$ cat config.mk
export PLATFORM = sky130hd
export DESIGN_NAME = st7735_ctrl
export DESIGN_NICKNAME = d
export VERILOG_FILES = /design/src/st7735_pkg.sv /design/src/st7735_ctrl.sv /design/src/st7735_init_seq.sv /design/src/st7735_pixel_port.sv /design/src/st7735_spi_tx.sv /design/src/st7735_stream_mux.sv
export SDC_FILE = /design/constraint.sdc
export NUM_CORES = 1
export LEC_CHECK = 0
export CAP_MARGIN = 20
export CORE_MARGIN = 2
export CORE_UTILIZATION = 45
export DETAILED_ROUTE_END_ITERATION = 6
export DONT_BUFFER_PORTS = 1
export HOLD_SLACK_MARGIN = 0.05
export MAX_ROUTING_LAYER = met4
export PLACE_DENSITY = 0.56
export SYNTH_ARGS = -nofsm -noshare
export SYNTH_HDL_FRONTEND = slang
export SYNTH_HIERARCHICAL = 1
export SYNTH_SLANG_ARGS = --single-unit
$ cat constraint.sdc
create_clock -name clk -period 7.8 [get_ports clk]
set_input_delay 1.17 -clock clk [delete_from_list [all_inputs] [get_ports clk]]
set_output_delay 1.17 -clock clk [all_outputs]
set_load 0.02 [all_outputs]
$ cat src/st7735_pkg.sv
/*
 * Shared types and command tables for the ST7735 SPI panel controller.
 * Every RTL block imports what it needs from here, and so does the testbench.
 */
package st7735_pkg;

   typedef logic [15:0] pixel_t;  // one RGB565 pixel
   typedef logic [7:0]  cmd_t;    // command or parameter byte

   typedef struct packed {
      logic [15:0] data;     // byte items use the low 8 bits
      logic        dc;       // 0 command, 1 data
      logic        wide;     // 16-bit pixel word
      logic [8:0]  wait_ms;  // cs-high time after the item
   } lcd_item_t;

   typedef struct packed {
      logic   cyc;
      logic   stb;
      logic   we;
      pixel_t dat;
   } wb_req_t;

   typedef struct packed {
      logic        ack;
      logic [15:0] dat;  // bit 0 init_done, bit 1 buffer_free
   } wb_rsp_t;

   typedef struct packed {
      logic spi_clk;
      logic mosi;
      logic dc;
      logic cs;
      logic rst;
   } lcd_pins_t;

   localparam cmd_t CMD_RAMWR = 8'h2C;
   localparam int   INIT_LEN  = 23;
   localparam int   HDR_LEN   = 11;

   // narrow command byte, optional post-command wait
   function automatic lcd_item_t cmd_b(cmd_t b, logic [8:0] ms = 9'd0);
      return {8'h00, b, 1'b0, 1'b0, ms};
   endfunction

   function automatic lcd_item_t par_b(cmd_t b);  // narrow parameter byte
      return {8'h00, b, 1'b1, 1'b0, 9'd0};
   endfunction

   // one command with its parameters per line
   localparam lcd_item_t INIT_TABLE [0:INIT_LEN-1] = '{
      cmd_b(8'h01, 9'd150),                                    // SWRESET
      cmd_b(8'h11, 9'd255),                                    // SLPOUT
      cmd_b(8'hB4), par_b(8'h07),                              // INVCTR
      cmd_b(8'hC0), par_b(8'hA2), par_b(8'h02), par_b(8'h84),  // PWCTR1
      cmd_b(8'hC3), par_b(8'h8A), par_b(8'h2A),                // PWCTR4
      cmd_b(8'hC4), par_b(8'h8A), par_b(8'hEE),                // PWCTR5
      cmd_b(8'hC5), par_b(8'h0E),                              // VMCTR1
      cmd_b(8'h20),                                            // INVOFF
      cmd_b(8'h36), par_b(8'hC8),                              // MADCTL
      cmd_b(8'h3A), par_b(8'h05),                              // COLMOD, 16 bit/pixel
      cmd_b(8'h13, 9'd10),                                     // NORON
      cmd_b(8'h29, 9'd100)                                     // DISPON
   };

   // column window 0..79, row window 0..159, then memory write
   localparam lcd_item_t HDR_TABLE [0:HDR_LEN-1] = '{
      cmd_b(8'h2A), par_b(8'h00), par_b(8'h00), par_b(8'h00), par_b(8'h4F),
      cmd_b(8'h2B), par_b(8'h00), par_b(8'h00), par_b(8'h00), par_b(8'h9F),
      cmd_b(CMD_RAMWR)
   };

endpackage

$ cat src/st7735_ctrl.sv
`timescale 1ns/1ps
/*
 * ST7735 panel controller top level. A host writes pixels over Wishbone;
 * the controller resets and configures the panel, then streams frames.
 */
module st7735_ctrl #(
   parameter int CLK_DIV      = 2,
   parameter int MS_CYCLES    = 12000,
   parameter int RESET_CYCLES = 120000,
   parameter int FRAME_PIXELS = 12800  // 160 x 80
) (
   input  logic                  clk,
   input  logic                  rst_n,
   input  st7735_pkg::wb_req_t   wb_req,
   output st7735_pkg::wb_rsp_t   wb_rsp,
   output st7735_pkg::lcd_pins_t lcd
);
   import st7735_pkg::*;

   lcd_item_t init_item;
   lcd_item_t link_item;
   pixel_t    pix;
   logic      init_valid, init_ready, init_done, lcd_rst;
   logic      pix_valid, pix_ready;
   logic      link_valid, link_ready;
   logic      spi_clk, mosi, dc, cs;

   st7735_init_seq #(.RESET_CYCLES(RESET_CYCLES)) u_init (
      .clk, .rst_n, .item(init_item), .item_valid(init_valid), .item_ready(init_ready),
      .init_done, .lcd_rst
   );

   st7735_pixel_port u_port (
      .clk, .rst_n, .wb_req, .wb_rsp, .init_done, .pix, .pix_valid, .pix_ready
   );

   st7735_stream_mux #(.FRAME_PIXELS(FRAME_PIXELS)) u_mux (
      .clk, .rst_n, .init_item, .init_valid, .init_ready, .init_done,
      .pix, .pix_valid, .pix_ready,
      .out_item(link_item), .out_valid(link_valid), .out_ready(link_ready)
   );

   st7735_spi_tx #(.CLK_DIV(CLK_DIV), .MS_CYCLES(MS_CYCLES)) u_spi (
      .clk, .rst_n, .item(link_item), .item_valid(link_valid), .item_ready(link_ready),
      .spi_clk, .mosi, .dc, .cs
   );

   assign lcd = '{spi_clk: spi_clk, mosi: mosi, dc: dc, cs: cs, rst: lcd_rst};

endmodule

$ cat src/st7735_init_seq.sv
`timescale 1ns/1ps
/*
 * Start-up sequencer. Holds the panel reset pin low for RESET_CYCLES after
 * rst_n, then offers the start-up command table one entry at a time and
 * raises init_done once the last entry has been taken.
 */
module st7735_init_seq #(
   parameter int RESET_CYCLES = 120000
) (
   input  logic                  clk,
   input  logic                  rst_n,
   output st7735_pkg::lcd_item_t item,
   output logic                  item_valid,
   input  logic                  item_ready,
   output logic                  init_done,
   output logic                  lcd_rst
);
   import st7735_pkg::*;

   localparam int RW = $clog2(RESET_CYCLES + 1);
   localparam int IW = $clog2(INIT_LEN);

   logic [RW-1:0] rst_cnt;  // panel reset hold time
   logic [IW-1:0] idx;      // current table entry

   // panel reset pulse, starts counting when rst_n is released
   always_ff @(posedge clk or negedge rst_n) begin
      if (!rst_n) begin
         rst_cnt <= '0;
         lcd_rst <= 1'b0;
      end else if (!lcd_rst) begin
         rst_cnt <= rst_cnt + 1'b1;
         if (rst_cnt == RW'(RESET_CYCLES - 1)) begin
            lcd_rst <= 1'b1;
         end
      end
   end

   always_ff @(posedge clk or negedge rst_n) begin
      if (!rst_n) begin
         idx       <= '0;
         init_done <= 1'b0;
      end else if (item_valid && item_ready) begin
         if (idx == IW'(INIT_LEN - 1)) begin
            init_done <= 1'b1;  // sticky until the next rst_n
         end else begin
            idx <= idx + 1'b1;
         end
      end
   end

   assign item       = INIT_TABLE[idx];
   assign item_valid = lcd_rst && !init_done;  // panel must be out of reset

   // no command reaches the link while the panel is still in reset
   a_no_item_in_reset: assert property (
      @(posedge clk) disable iff (!rst_n)
      !lcd_rst |-> !item_valid
   ) else $error("init item offered while panel reset is low");

   // once the table is done the frame loop owns the link for good
   a_init_done_sticky: assert property (
      @(posedge clk) disable iff (!rst_n)
      init_done |=> init_done
   ) else $error("init_done fell");

endmodule

$ cat src/st7735_pixel_port.sv
`timescale 1ns/1ps
/*
 * Wishbone classic slave holding one pending pixel. Writes are acked only
 * while the buffer is free, which is the host's only back-pressure. Reads
 * return the status word with init_done and buffer_free.
 */
module st7735_pixel_port (
   input  logic                clk,
   input  logic                rst_n,
   input  st7735_pkg::wb_req_t wb_req,
   output st7735_pkg::wb_rsp_t wb_rsp,
   input  logic                init_done,
   output st7735_pkg::pixel_t  pix,
   output logic                pix_valid,
   input  logic                pix_ready
);
   import st7735_pkg::*;

   pixel_t pix_q;   // pending pixel
   logic   full;
   logic   ack;
   logic   req;     // new request, not the one being acked
   logic   wr_ok;

   assign req   = wb_req.cyc && wb_req.stb && !ack;
   assign wr_ok = req && wb_req.we && !full;

   always_ff @(posedge clk or negedge rst_n) begin
      if (!rst_n) begin
         ack  <= 1'b0;
         full <= 1'b0;
      end else begin
         ack <= wr_ok || (req && !wb_req.we);  // writes wait for a free buffer
         if (wr_ok) begin
            full <= 1'b1;
         end else if (pix_valid && pix_ready) begin
            full <= 1'b0;
         end
      end
   end

   always_ff @(posedge clk) begin
      if (wr_ok) begin
         pix_q <= wb_req.dat;
      end
   end

   assign wb_rsp    = '{ack: ack, dat: {14'd0, ~full, init_done}};
   assign pix       = pix_q;
   assign pix_valid = full;

   // every ack answers a request held on the cycle before
   a_ack_needs_req: assert property (
      @(posedge clk) disable iff (!rst_n)
      ack |-> $past(wb_req.cyc && wb_req.stb)
   ) else $error("ack without a bus request");

   a_ack_single: assert property (
      @(posedge clk) disable iff (!rst_n)
      ack |=> !ack
   ) else $error("ack high on two cycles in a row");

endmodule

$ cat src/st7735_spi_tx.sv
`timescale 1ns/1ps
/*
 * SPI serializer for the panel link. Each accepted item becomes one cs-low
 * burst, MSB first, 8 or 16 bits; spi_clk idles high and mosi changes on its
 * falling edge. cs then stays high for the item's wait before the next item.
 */
module st7735_spi_tx #(
   parameter int CLK_DIV   = 2,
   parameter int MS_CYCLES = 12000
) (
   input  logic                  clk,
   input  logic                  rst_n,
   input  st7735_pkg::lcd_item_t item,
   input  logic                  item_valid,
   output logic                  item_ready,
   output logic                  spi_clk,
   output logic                  mosi,
   output logic                  dc,
   output logic                  cs
);
   localparam int DW = $clog2(CLK_DIV + 1);
   localparam int WW = $clog2(2 * CLK_DIV + 511 * MS_CYCLES + 1);

   typedef enum logic [1:0] {S_IDLE, S_SHIFT, S_WAIT} state_t;

   state_t        state;
   logic [DW-1:0] div_cnt;   // half-period divider
   logic [4:0]    bit_cnt;   // bits left, current one included
   logic [15:0]   shreg;     // bit 15 is on mosi
   logic [WW-1:0] wait_cnt;  // cs-high cycles left
   logic          half;
   logic          accept;
   logic          fall;      // spi_clk falls onto the next bit

   assign item_ready = (state == S_IDLE);
   assign accept     = item_valid && item_ready;
   assign half       = (div_cnt == DW'(CLK_DIV - 1));
   assign fall       = (state == S_SHIFT) && half && spi_clk && (bit_cnt != 5'd1);

   always_ff @(posedge clk or negedge rst_n) begin
      if (!rst_n) begin
         state    <= S_IDLE;
         div_cnt  <= '0;
         bit_cnt  <= '0;
         wait_cnt <= '0;
         spi_clk  <= 1'b1;
         mosi     <= 1'b0;
         dc       <= 1'b0;
         cs       <= 1'b1;
      end else begin
         case (state)
            S_IDLE: if (accept) begin
               state    <= S_SHIFT;
               cs       <= 1'b0;
               spi_clk  <= 1'b0;  // first falling edge
               dc       <= item.dc;
               mosi     <= item.wide ? item.data[15] : item.data[7];
               bit_cnt  <= item.wide ? 5'd16 : 5'd8;
               div_cnt  <= '0;
               // post-burst gap plus the command's wait, counted down to zero
               wait_cnt <= WW'(item.wait_ms) * WW'(MS_CYCLES) + WW'(2 * CLK_DIV - 1);
            end
            S_SHIFT: begin
               div_cnt <= half ? '0 : div_cnt + 1'b1;
               if (half && !spi_clk) begin
                  spi_clk <= 1'b1;  // panel samples here
               end else if (fall) begin
                  spi_clk <= 1'b0;
                  mosi    <= shreg[14];
                  bit_cnt <= bit_cnt - 1'b1;
               end else if (half) begin
                  state <= S_WAIT;  // last bit done
                  cs    <= 1'b1;
               end
            end
            S_WAIT: begin
               if (wait_cnt == '0) begin
                  state <= S_IDLE;
               end else begin
                  wait_cnt <= wait_cnt - 1'b1;
               end
            end
            default: state <= S_IDLE;
         endcase
      end
   end

   always_ff @(posedge clk) begin
      if (accept) begin
         shreg <= item.wide ? item.data : {item.data[7:0], 8'h00};
      end else if (fall) begin
         shreg <= {shreg[14:0], 1'b0};
      end
   end

   // the panel latches dc per byte, so it must hold through a burst
   a_dc_stable: assert property (
      @(posedge clk) disable iff (!rst_n)
      (!cs && $past(!cs)) |-> $stable(dc)
   ) else $error("dc changed inside a cs-low burst");

endmodule

$ cat src/st7735_stream_mux.sv
`timescale 1ns/1ps
/*
 * Merges the start-up items and the frame loop into one registered stream.
 * Before init_done it forwards start-up items; afterwards it repeats the
 * window header followed by FRAME_PIXELS wide data items built from pixels.
 */
module st7735_stream_mux #(
   parameter int FRAME_PIXELS = 12800
) (
   input  logic                  clk,
   input  logic                  rst_n,
   input  st7735_pkg::lcd_item_t init_item,
   input  logic                  init_valid,
   output logic                  init_ready,
   input  logic                  init_done,
   input  st7735_pkg::pixel_t    pix,
   input  logic                  pix_valid,
   output logic                  pix_ready,
   output st7735_pkg::lcd_item_t out_item,
   output logic                  out_valid,
   input  logic                  out_ready
);
   import st7735_pkg::*;

   localparam int HW = $clog2(HDR_LEN);
   localparam int PW = $clog2(FRAME_PIXELS + 1);

   typedef enum logic [1:0] {PH_INIT, PH_HDR, PH_PIX} phase_t;

   phase_t    phase;
   logic [HW-1:0] hdr_idx;
   logic [PW-1:0] pix_cnt;   // pixels sent in this frame
   logic      slot_free;     // output register empty or draining
   logic      load;
   lcd_item_t nxt;

   assign slot_free  = !out_valid || out_ready;
   assign init_ready = (phase == PH_INIT) && slot_free;
   assign pix_ready  = (phase == PH_PIX) && slot_free;

   always_comb begin
      load = 1'b0;
      nxt  = init_item;
      case (phase)
         PH_INIT: load = init_valid && slot_free;
         PH_HDR: begin
            load = slot_free;
            nxt  = HDR_TABLE[hdr_idx];
         end
         PH_PIX: begin
            load = pix_valid && slot_free;
            nxt  = '{data: pix, dc: 1'b1, wide: 1'b1, wait_ms: 9'd0};
         end
         default: load = 1'b0;
      endcase
   end

   always_ff @(posedge clk or negedge rst_n) begin
      if (!rst_n) begin
         phase     <= PH_INIT;
         hdr_idx   <= '0;
         pix_cnt   <= '0;
         out_valid <= 1'b0;
      end else begin
         if (load) begin
            out_valid <= 1'b1;
         end else if (out_ready) begin
            out_valid <= 1'b0;
         end
         case (phase)
            PH_INIT: if (init_done) phase <= PH_HDR;
            PH_HDR: if (load) begin
               hdr_idx <= (hdr_idx == HW'(HDR_LEN - 1)) ? '0 : hdr_idx + 1'b1;
               if (hdr_idx == HW'(HDR_LEN - 1)) phase <= PH_PIX;
            end
            PH_PIX: if (load) begin
               pix_cnt <= (pix_cnt == PW'(FRAME_PIXELS - 1)) ? '0 : pix_cnt + 1'b1;
               if (pix_cnt == PW'(FRAME_PIXELS - 1)) phase <= PH_HDR;  // next frame
            end
            default: phase <= PH_INIT;
         endcase
      end
   end

   always_ff @(posedge clk) begin
      if (load) begin
         out_item <= nxt;
      end
   end

   // a stalled item is held unchanged until the serializer takes it
   a_out_stable: assert property (
      @(posedge clk) disable iff (!rst_n)
      (out_valid && !out_ready) |=> (out_valid && $stable(out_item))
   ) else $error("out_item changed while stalled");

endmodule

### Yosys cells after proc, flatten, opt, wreduce, memory -nomap -nowiden

Memory sizes are Yosys's and may differ from the RTL's.
Index checks and enable logic that the tools add are counted.

| word-level totals | value |
|---|---|
| memories kept | 2 |
| output and inout port bits | 22 |
| memory bits (read-only) | 1,296 |
| bits of input ports | 21 |
| logic and storage cells | 162 |
| bits in registers | 141 |

| operators by class | value |
|---|---|
| reductions and logical operators | 45 |
| muxes and demuxes | 53 |
| add/sub/neg operators | 8 |
| order comparisons | 2 |
| eq/ne operators | 23 |
| multipliers | 1 |
| bitwise logic cells | 4 |

Memories:

| name | words | width | read ports | clocked after Yosys merged registers in | wr ports | RTL line | RTL |
|---|---|---|---|---|---|---|---|
| (name not given) | 32 | 27 | 1 | 0 | 0 | st7735_init_seq.sv:52 | `assign item = INIT_TABLE[idx];` |
| (name not given) | 16 | 27 | 1 | 0 | 0 | st7735_stream_mux.sv:48 | `nxt = HDR_TABLE[hdr_idx];` |

Operator list:

| operator | number |
|---|---|
| 27-bit two-way mux | 4 |
| 27-bit one-hot mux with 2 select lines | 1 |
| 23-bit two-way mux | 2 |
| 23-bit one-hot mux with 2 select lines | 1 |
| 15-bit two-way mux | 3 |
| 2-bit two-way mux | 12 |
| 23-bit by 2-bit adder with 23-bit output (second input constant) | 1 |
| 23-bit logical NOT | 1 |
| 23-bit by 1-bit subtractor with 23-bit output (second input constant) | 1 |
| 5-bit two-way mux | 4 |
| 9-bit by 9-bit multiplier with 18-bit output (second input constant) | 1 |
| 17-bit by 1-bit adder with 17-bit output (second input constant) | 1 |
| 17-bit == test (second input constant) | 1 |
| 1-bit logical AND | 17 |
| 1-bit two-way mux | 16 |
| 5-bit AND reduction | 3 |
| 14-bit by 1-bit adder with 14-bit output (second input constant) | 1 |
| 14-bit == test (second input constant) | 1 |
| 14-bit two-way mux | 1 |
| 2-bit by 1-bit inequality test with 1-bit output (second input constant) | 7 |
| 2-bit one-hot mux with 3 select lines | 2 |
| 2-bit AND reduction | 6 |
| 2-bit inequality test (second input constant) | 5 |
| 5-bit one-hot mux with 2 select lines | 1 |
| other kinds (25) | 43 |

### Logic depth before layout (Yosys ltp)

Gate-level depths: netlist of run 1.

| depth | value |
|---|---|
| word-level depth | 7 |
| gate-level depth with buffers | 15 |
| gate-level depth less buffers | 15 |

### Modules after synthesis

Netlist of run 1, hierarchy kept.

By module, submodules not included:

| module | area an instance (sq um) | sequential area each (sq um) | cells an instance | times used |
|---|---|---|---|---|
| st7735_spi_tx | 4,677.0 | 1,353.8 | 520 | 1 |
| st7735_stream_mux | 2,462.4 | 1,336.3 | 216 | 1 |
| st7735_init_seq | 1,736.7 | 600.6 | 184 | 1 |
| st7735_pixel_port | 705.7 | 530.5 | 41 | 1 |
| st7735_ctrl | 37.5 | 0.0 | 5 | 1 |

### Worst setup path after synthesis of run 1

No wires, ideal clock.

| timing path | value |
|---|---|
| kind | register -> register |
| start | register u_mux.phase[1] |
| end | register u_mux.out_valid |
| cell stages (with the launch flop) | 7 |
| data required time | 7.709 ns |
| clock period less this slack | 5.920 ns |
| arrival time | 5.829 ns |
| buffers on the path | 1 |
| library setup time | 0.091 ns |
| setup slack | 1.880 ns |
| cells stage by stage | dfrtp_1 -> inv_1 -> ha_1 -> buf_4 -> inv_1 -> a2111oi_0 -> or2_2 |

| on the way | value |
|---|---|
| cells in the longest elaborated chain, start to end | 3 |
| elaborated cells on any way between the ends | 6 |
| those cells by class | eq/ne: 2; mux: 2; reduce/logical: 2 |

Ends and longest elaborated chain:

| what | RTL line | RTL |
|---|---|---|
| from (decl) | st7735_stream_mux.sv:30 | `phase_t phase;` |
| from (signal assigned) | st7735_stream_mux.sv:60 | `phase <= PH_INIT;` |
| from (signal assigned) | st7735_stream_mux.sv:71 | `PH_INIT: if (init_done) phase <= PH_HDR;` |
| from (signal assigned) | st7735_stream_mux.sv:74 | `if (hdr_idx == HW'(HDR_LEN - 1)) phase <= PH_PIX;` |
| 2-bit == test (tied with other cells) | st7735_stream_mux.sv:44 | `case (phase)` |
| 1-bit one-hot mux with 3 select lines * | st7735_stream_mux.sv:44 |  |
| net u_mux.load | st7735_stream_mux.sv:34 | `logic load;` |
| 1-bit two-way mux / 2-bit nonzero test (equally long branches) | - |  |
| to (signal assigned) | st7735_stream_mux.sv:63 | `out_valid <= 1'b0;` |
| to (signal assigned) | st7735_stream_mux.sv:66 | `out_valid <= 1'b1;` |
| to (signal assigned) | st7735_stream_mux.sv:68 | `out_valid <= 1'b0;` |
| to (decl) | st7735_stream_mux.sv:20 | `output logic out_valid,` |

Mark *: on every way through the listed nets, which the timed path passes. The rest lies on a longest branch.
A chain may end at the register's enable or synchronous reset.

### Worst setup path after layout of run 1

| timing path | value |
|---|---|
| start | register u_mux/out_item[5] (netlist bit) |
| end | register u_spi.wait_cnt[20] |

| on the way | value |
|---|---|
| cells in the longest elaborated chain, start to end | 4 |

Ends and longest elaborated chain:

| what | RTL line | RTL |
|---|---|---|
| from (decl) | st7735_stream_mux.sv:19 | `output st7735_pkg::lcd_item_t out_item,` |
| from (signal assigned) | st7735_stream_mux.sv:87 | `out_item <= nxt;` |
| 9-bit by 9-bit multiplier with 18-bit output | st7735_spi_tx.sv:61 | `wait_cnt <= WW'(item.wait_ms) * WW'(MS_CYCLES) + WW'(2 * CLK_DIV - 1);` |
| 23-bit by 2-bit adder with 23-bit output | st7735_spi_tx.sv:61 |  |
| 23-bit two-way mux | st7735_spi_tx.sv:52 | `S_IDLE: if (accept) begin` |
| 23-bit one-hot mux with 2 select lines | st7735_spi_tx.sv:51 | `case (state)` |
| to (signal assigned) | st7735_spi_tx.sv:61 |  |
| to (signal assigned) | st7735_spi_tx.sv:80 | `wait_cnt <= wait_cnt - 1'b1;` |
| to (decl) | st7735_spi_tx.sv:30 | `logic [WW-1:0] wait_cnt;` |

No other way between the ends. The select of a mux whose other input is x is not followed.

==> results of run 1 <==
==> final timing paths <==
check,startpoint,end,slack (ps)
setup / recovery,u_mux/out_item[5],u_spi/wait_cnt[20],3070
hold / removal,rst_n,u_spi/wait_cnt[2],440
setup reg to reg,u_mux/out_item[5],u_spi/wait_cnt[20],3070
hold reg to reg,u_init/rst_cnt[16],u_init/rst_cnt[16],460
max in group asynchronous,rst_n,u_spi/cs,7160
min in group clk,u_init/rst_cnt[16],u_init/rst_cnt[16],460
==> power by group through the flow <==
stage	Clock (mW)	Sequential (mW)	Combinational, mW
6_report	0.826	0.770	0.0101
5_1_grt	0.883	0.770	0.0112
4_1_cts	0.852	0.770	0.00988
3_5_place_dp	0	0.786	0.00989
3_3_place_gp	0	0.786	0.00981
2_1_floorplan	0	0.785	0.0191
==> worst reg2reg max path: cells and delay by family (launching register included) <==
family | cells | cell delay (ps)
fa+ha+maj | 5 | 2410
compound gates | 5 | 1330
flops | 1 | 560
xor+xnor | 1 | 200
buf+inv | 2 | 90
==> area by class of cell <==
class                   count  area [um^2]  share of cell area, %
well taps                 275          344                   3.35
clock inverters            15          195                   1.90
multi-input cells         681         5090                   49.6
flip-flops and latches    141         3820                   37.2
inverters                  96          360                   3.51
repair buffers              4         30.0                  0.293
clock buffers              17          425                   4.14
==> flip-flops by register name, indices dropped and copies added, names as in the netlist, 2 cells and up <==
| register | count |
|---|---|
| u_mux/out_item | 27 |
| u_mux/phase | 2 |
| u_init/rst_cnt | 17 |
| u_spi/wait_cnt | 23 |
| u_spi/div_cnt | 2 |
| u_spi/state | 2 |
| u_init/idx | 5 |
| u_mux/hdr_idx | 4 |
| u_spi/shreg | 15 |
| u_port/pix | 16 |
| u_mux/pix_cnt | 14 |
| u_spi/bit_cnt | 5 |
==> layout by cell type (no fill, tap or decap), types with 5 or more instances in the layout <==
cell type,netlist,layout
o22ai_1,5,5
a21oi_1,52,52
nand2_1,59,59
dfrtp_1,81,81
inv_8,0,5
nand3b_1,6,6
nand3_1,28,28
fa_1,33,33
clkbuf_16,0,17
a22o_1,8,8
and2_1,4,5
o31ai_1,5,5
conb_1,2,24
xnor2_1,26,26
and3_1,7,7
o21ai_1,7,7
o21a_1,5,5
mux2_2,6,6
mux2i_1,12,12
nor4_1,11,11
nor2_1,74,74
edfxtp_1,58,58
o21ai_0,50,50
nor2b_1,25,25
a21o_1,8,8
clkinv_8,0,7
a22oi_1,7,7
ha_1,66,66
or3_1,6,6
nor3_1,18,18
inv_1,96,96
nand2b_1,9,9
a211oi_1,6,6
nand4_1,17,17
xor2_1,19,19
==> stage by stage <==
stage               hold slack [ps]  worst slack (ps)
finish                          439              3070
global route                    415              2660
CTS                             410              3070
detailed placement              452              3070
global placement                452              3170
floorplan                       415              1880
==> kinds of logic after synthesis <==
logic type / Yosys count
other cells: 2
compound gates: 194
mux: 18
buf+inv: 166
flops: 141
fa+ha+maj: 99
xor+xnor: 45
simple gates: 301
==> metal layers <==
metal	GRT usage (%)	wire length [um]	part of all wire [%]
met3	2.73	461	2.4
met4	5.24	235	1.2
met2	28.9	8870	47
met1	25.1	9260	49
met5	-	0	0
==> flow_summary.ini, run 1 <==
[run_status]
status = complete, no violations

[grt]
grt_overflow = 0
grt_pass1_vias = 6514
grt_pass1_wl_um = 32100
gr-usage-all-layers_pct = 18.4
antenna_found_initial = 0
grt_max_degree = 84

[sta]
min_period_ps = 4730
slew_headroom_pct = 29.4
tightest_slew_ps = 1060
finalHoldViolations = 0
period_share_pct = 60.7
finClkSkew_ps = 15.5
max_clock_freq_ghz = 0.211
finalSetupTns_ps = 0
drv_slew = 0
setup-violations-final = 0
grt_setup_unrepaired = false

[synth]
synth.area.mux_share_pct = 1.95
synth_seq_area_share_pct = 39.7
synth_edf_count = 58
synth-seq-cells = 141
yosys_warnings = 6
synth_xor_area_share_pct = 4.10
synth-compound-area-share_pct = 12.9
synth.area.top_cells = dfrtp_1 (21%), edfxtp_1 (18%), ha_1 (8.6%), fa_1 (6.9%), inv_1 (3.7%)
async_flop_share_pct = 58.9
synth_top_family_by_area = simple AND/OR/NAND/NOR gates
synth_top_area_cell = dfrtp_1
synth.distinct_cells = 81
netlist_top_cells_count = inv_1 (96), dfrtp_1 (81), nor2_1 (74)
synthAdderAreaFrac_pct = 15.5
avgSynthCellArea_um2 = 9.96
syn_area_um2 = 9620
ys.flop_type = dfrtp_1
yosys.area_share.simple_pct = 17.5
synth_top_area_share_pct = 21.1
synth_most_common_cell = inv_1
synthCells = 966

[clock_network]
cts_tree = done
root_buffer = clkbuf_16
ctsResizeCount = 0
cts_max_level = 4
post_cts_buffers = 0
clock_path_buffers = 2
clk_pin_slew_ps = 70
cts.sinks = 141
numCtsBuffers = 17
ctsHoldBuffers = 0
clk_latency_ps = 430

[pwr]
p_clk_share_pct = 51.4
peakVddDrop_mv = 0.148
p_per_area_nw_per_um2 = 157
p_sw_mw = 0.397
leakagePower_nw = 4.51
pwr-share-seq_pct = 47.9
p_int_mw = 1.21
switching_share_pct = 24.7
finalPower_mw = 1.61
p_comb_share_pct = 0.6

[critical_path]
arrival_ps = 5000
startpoint_type = flip-flop
cp.depth = 13
reg2reg_depth = 13
crit_path_max_fanout = 7
critPathRequiredTime_ps = 8070
endpoint_kind = flip-flop
path_cells = fa_1 -> inv_1 -> fa_1 -> fa_1 -> fa_1 -> inv_1 -> ha_1 -> o21a_1 -> a211oi_1 -> o21bai_1 -> a2111oi_0 -> xor2_1 -> o221ai_1
cp_slowest_stage_delay_ps = 590
cp_slowest_cell = fa_1
critPathBufInv = 2
crit_type = flip-flop to flip-flop
path_delay_family = adder cells
cpMostUsedCell = fa_1

[floorplanning]
boundaryPins = 43
die_area_um2 = 22600
die_w_um = 150
coreArea_um2 = 21000
die_y_um = 150
start_util_pct = 45.8
rows = 53

[routing]
drcViolationCount = 0
dr.pass1.iters = 7
wirelength_um = 18800
drtIter0Drc = 490
antenna_left = 0
vias = 6583
vias_per_cell = 5.36
wl_per_cell_um = 15.3

[job]
maxCapViolCount = 0

[layout]
drive_gt1_share_pct = 6.92
utilization_pct = 48.8
num-fill-cells = 1956
stdcell_count = 1229
syn_to_final_growth_pct = 6.72
layout.nets = 1061
final_area_um2 = 10300
antenna_cells = 0

[placed_design]
dpl-instance-area_um2 = 9650
place_congestion = 0.829
io_buffers = 0
post-place-cells = 1197
hpwl_um = 13400

[min_path]
hold_class = input port to async pin
(Power assumes the default switching activity.)
==> run 2, diff against run 1 <==
--- a/config.mk
+++ b/config.mk
@@ -12,7 +12,7 @@
 export DONT_BUFFER_PORTS = 1
 export HOLD_SLACK_MARGIN = 0.05
 export MAX_ROUTING_LAYER = met4
-export PLACE_DENSITY = 0.56
+export PLACE_DENSITY = 0.58
 export SYNTH_ARGS = -nofsm -noshare
 export SYNTH_HDL_FRONTEND = slang
 export SYNTH_HIERARCHICAL = 1
==> constraint.sdc (replaced) <==
create_clock -name clk -period 4.03 [get_ports clk]
set_input_delay 0.6045 -clock clk [delete_from_list [all_inputs] [get_ports clk]]
set_output_delay 0.6045 -clock clk [all_outputs]
set_load 0.02 [all_outputs]
==> run 2 against run 1 <==
- the run now ends with setup timing left
- setup slack got worse by 3200 ps
- register-to-register slack got worse by 3200 ps
- fmax increased by 14%
- via count increased by 1.6%
- power increased by 95%
- non-clock buffer count increased by 33
- cell count increased by 2.7%
- first-iteration DRC count decreased by 8.4%
- critical path type unchanged
==> flow_summary.ini, run 2 (synthesis gave the netlist of run 1 again) <==
[clock_network]
root_buffer = clkbuf_16
cts_max_level = 4
clk_latency_ps = 420
cts.sinks = 141
numCtsBuffers = 17
cts_tree = done
clock_path_buffers = 2
clk_pin_slew_ps = 70

[floorplanning]
die_w_um = 150
die_area_um2 = 22600
rows = 53
boundaryPins = 43
coreArea_um2 = 21000
die_y_um = 150
start_util_pct = 45.8

[layout]
largest_registers = u_mux/out_item (27), u_spi/wait_cnt (23), u_init/rst_cnt (17)
largest_register_ffs = 27
top_register = u_mux/out_item
layout_common_cells = inv_1 (90), dfrtp_1 (81), nor2_1 (74)
layout.nets = 1094
syn_to_final_growth_pct = 11.2
utilization_pct = 50.9
stdcell_count = 1262
num-fill-cells = 1894
final_area_um2 = 10700
antenna_cells = 0
drive_gt1_share_pct = 12.8
layout_commonest_cell = inv_1

[pwr]
p_comb_share_pct = 1.2
p_sw_mw = 0.708
switching_share_pct = 22.5
leakagePower_nw = 4.69
peakVddDrop_mv = 0.257
finalPower_mw = 3.14
pwr-share-seq_pct = 47.5
p_int_mw = 2.43
p_per_area_nw_per_um2 = 294
p_clk_share_pct = 51.3

[grt]
grt_pass1_vias = 6543
gr-usage-all-layers_pct = 18.7
grt_max_degree = 84
grt_pass1_wl_um = 32500
antenna_found_initial = 0
grt_overflow = 0

[sta]
tightest_slew_ps = 1000
finClkSkew_ps = 11.3
max_clock_freq_ghz = 0.240
setup_slack_ps = -130
min_period_ps = 4160
finalSetupTns_ps = -348
grt_setup_unrepaired = true
setup-violations-final = 5
drv_slew = 0
period_share_pct = 103
finalHoldViolations = 0
slew_headroom_pct = 33.0

[routing]
vias = 6691
dr.pass1.iters = 5
drcViolationCount = 0
vias_per_cell = 5.30
drtIter0Drc = 449
wl_per_cell_um = 15.2
antenna_left = 0
wirelength_um = 19200

[placed_design]
dpl-instance-area_um2 = 9920
io_buffers = 0
place_congestion = 0.803
post-place-cells = 1227
hpwl_um = 13800

[critical_path]
startpoint_type = flip-flop
critPathRequiredTime_ps = 4330
arrival_ps = 4460
crit_path_max_fanout = 4
crit_type = flip-flop to flip-flop
endpoint_kind = flip-flop

[job]
maxCapViolCount = 0

[min_path]
hold_class = input port to async pin

[run_status]
status = finished with violations
violations = setup timing
run 2: cell count changes in the layout (fill, tap and decap cells not counted), moves of 7 or more:
cell	before	now
buf_4	4	34
clkinv_8	7	0
ha_1	66	59
o21ai_1	7	14
o21ai_0	50	40
run 2: final cells by class:
type	count	area, um^2	share of cell area [%]
Multi-Input combinational cell	681	5260	49.2
Sequential cell	141	3820	35.7
Clock buffer	17	425	3.98
Tap cell	275	344	3.22
Inverter	96	360	3.37
Clock inverter	15	174	1.63
Timing Repair Buffer	37	305	2.86
run 2: layer usage:
metal	up-vias	GRT usage (%)	wire, um
met5	-	-	0
met4	0	5.47	231
li1	3355	-	-
met2	113	29.2	9060
met1	3205	25.0	9300
met3	18	3.30	613
run 2: stage by stage:
step,hold slack [ps],setup WS (ps)
2_1_floorplan,309,-25.1
3_3_place_gp,315,-128
3_5_place_dp,315,-170
4_1_cts,90.3,-139
5_1_grt,106,-345
6_report,85.7,-130
run 2: power by group through the flow:
stage	Combinational, mW	Clock [mW]	Sequential (mW)
after floorplan	0.0370	0	1.52
after global placement	0.0189	0	1.52
after detailed placement	0.0189	0	1.52
after CTS	0.0394	1.67	1.49
after global routing	0.0444	1.72	1.49
final	0.0383	1.61	1.49
run 2: final timing paths:
kind	start	to	slack, ps	depth (start not counted)
min in group clk	wb_req[16]	u_port/ack	260	1
hold / removal	rst_n	u_spi/wait_cnt[6]	90	1
max in group asynchronous	rst_n	u_spi/spi_clk	3580	1
hold reg to reg	u_mux/out_item[10]	u_spi/dc	450	2
setup / recovery	u_mux/out_item[5]	u_spi/wait_cnt[18]	-130	15
setup reg to reg	u_mux/out_item[5]	u_spi/wait_cnt[18]	-130	15
run 2: critical path, stage by stage, from the launching register on:
cell	delay [ps]
edfxtp_1	470
fa_1	580
inv_2	40
fa_1	490
inv_1	40
ha_1	260
inv_1	40
fa_1	490
inv_2	50
ha_4	150
a211o_1	300
a211oi_2	330
o31a_1	220
o21ai_1	80
xor2_1	160
a221o_1	350
run 2: what timing repair did:
item,in CTS,in global routing
endpoints found under the setup margin,7,9
hold buffers,1,0
hold endpoints to repair,83,0
setup buffers,1,1
pin swaps,12,19
resized for setup,10,23
==> run 3, diff against run 2 <==
--- a/config.mk
+++ b/config.mk
@@ -11,7 +11,6 @@
 export DETAILED_ROUTE_END_ITERATION = 6
 export DONT_BUFFER_PORTS = 1
 export HOLD_SLACK_MARGIN = 0.05
-export MAX_ROUTING_LAYER = met4
 export PLACE_DENSITY = 0.58
 export SYNTH_ARGS = -nofsm -noshare
 export SYNTH_HDL_FRONTEND = slang
==> run 3 against run 2 <==
- the flow still finishes with violations (setup timing)
- fmax decreased by 0.12%
- largest cell class unchanged
- die area unchanged
- via count about the same
- sequential power about the same
- utilization unchanged
- critical path depth unchanged
==> flow_summary.ini, run 3 (synthesis gave the netlist of run 1 again) <==
[pwr]
peakVddDrop_mv = 0.256
p_per_area_nw_per_um2 = 294
leakagePower_nw = 4.69

[sta]
setup-violations-final = 5
finalHoldViolations = 0
max_clock_freq_ghz = 0.240
finClkSkew_ps = 15.9
grt_setup_unrepaired = true
whs_ps = 81.5
drv_slew = 0
period_share_pct = 103
min_period_ps = 4160
tightest_slew_ps = 1000
slew_headroom_pct = 33.0
setup_slack_ps = -135

[clock_network]
clk_pin_slew_ps = 70
root_buffer = clkbuf_16
cts_tree = done
numCtsBuffers = 17
cts.sinks = 141
clock_path_buffers = 2
cts_max_level = 4
clk_latency_ps = 420

[placed_design]
io_buffers = 0
hpwl_um = 13800
place_congestion = 0.791
post-place-ws_ps = -170

[critical_path]
endpoint_kind = flip-flop
rr_startpoint = u_mux/out_item[5]
r2r-end = u_spi/wait_cnt[18]
reg2reg_depth = 15
crit_type = flip-flop to flip-flop
r2r_slack_ps = -130
startpoint_type = flip-flop
arrival_ps = 4460
crit_path_max_fanout = 4
critPathRequiredTime_ps = 4330

[routing]
wl_per_cell_um = 15.2
vias_per_cell = 5.30
vias = 6689
drcViolationCount = 0
dr.pass1.iters = 5
antenna_left = 0
drtIter0Drc = 435
wirelength_um = 19200

[layout]
layout_common_cells = inv_1 (90), dfrtp_1 (81), nor2_1 (74)
largest_registers = u_mux/out_item (27), u_spi/wait_cnt (23), u_init/rst_cnt (17)
largest_register_ffs = 27
syn_to_final_growth_pct = 11.2
layout_commonest_cell = inv_1
antenna_cells = 0
top_register = u_mux/out_item
drive_gt1_share_pct = 12.8
layout.nets = 1094

[job]
maxCapViolCount = 0

[floorplanning]
die_w_um = 150
start_util_pct = 45.8
die_y_um = 150
coreArea_um2 = 21000
rows = 53
die_area_um2 = 22600
boundaryPins = 43

[grt]
antenna_found_initial = 0
grt_overflow = 0
grt_pass1_vias = 6548
grt_pass1_wl_um = 32500
gr-usage-all-layers_pct = 18.1
grt_max_degree = 84

[run_status]
status = finished with violations
violations = setup timing

[min_path]
hold_class = input port to async pin
[run 3: final cells by class]
| cell class | instances | area [um^2] |
|---|---|---|
| fill | 1894 | 10300 |
| multi-input combinational | 681 | 5260 |
| sequential | 141 | 3820 |
| clock buffer | 17 | 425 |
| inverter | 96 | 360 |
| tap | 275 | 344 |
| timing repair buffer | 37 | 305 |
| clock inverter | 15 | 174 |
[run 3: what timing repair did]
item,in CTS,in global routing
endpoints found under the hold margin,83,0
pin swaps,12,19
setup endpoints to repair,7,9
buffers inserted,1,1
hold buffers,1,0
resized for setup,10,23
[run 3: metal layers]
layer	vias up	global-route usage (%)	wire [um]
li1	3352	-	-
met1	3220	24.9	9370
met2	102	29.2	9120
met3	15	3.36	536
met4	0	5.47	198
met5	-	0	0
[run 3: power breakdown]
| group | internal [mW] | leakage [nW] | switching [mW] |
|---|---|---|---|
| clock | 0.934 | 0.289 | 0.676 |
| sequential | 1.49 | 1.59 | 0.000773 |
| combinational | 0.00788 | 2.81 | 0.0304 |
| total | 2.43 | 4.69 | 0.707 |
[run 3: through the flow]
step           std cells  TNS, ps  cell area, um^2  utilization [%]  power [mW]
6_report            1262     -367            10700             50.9        3.14
5_1_grt             1262    -1510            10700             50.9        3.26
4_1_cts             1261     -406            10600             50.4        3.20
3_5_place_dp        1227     -792             9920             47.2        1.54
3_3_place_gp        1227     -498             9920             47.2        1.54
2_1_floorplan        988    -39.0             9740                -        1.56
[run 3: how the worst max path moves through the flow]
| stage | end | slack, ps | startpoint |
|---|---|---|---|
| after detailed placement | u_spi/wait_cnt[20] | -170 | u_mux/out_item[6] |
| after global routing | u_spi/wait_cnt[20] | -350 | u_mux/out_item[4] |
| after CTS | u_spi/wait_cnt[18] | -140 | u_mux/out_item[6] |
| after global placement | u_spi/wait_cnt[20] | -130 | u_mux/out_item[6] |
| final | u_spi/wait_cnt[18] | -130 | u_mux/out_item[5] |
| after floorplan | u_spi/wait_cnt[18] | -30 | u_mux/out_item[7] |
[run 3: worst max-delay path, stage by stage, from the launching register on]
cell and delay [ps]:
edfxtp_1 470, fa_1 580, inv_2 40, fa_1 490, inv_1 40, ha_1 260, inv_1 40, fa_1 490
inv_2 50, ha_4 150, a211o_1 300, a211oi_2 330, o31a_1 220, o21ai_1 80, xor2_1 170, a221o_1 350
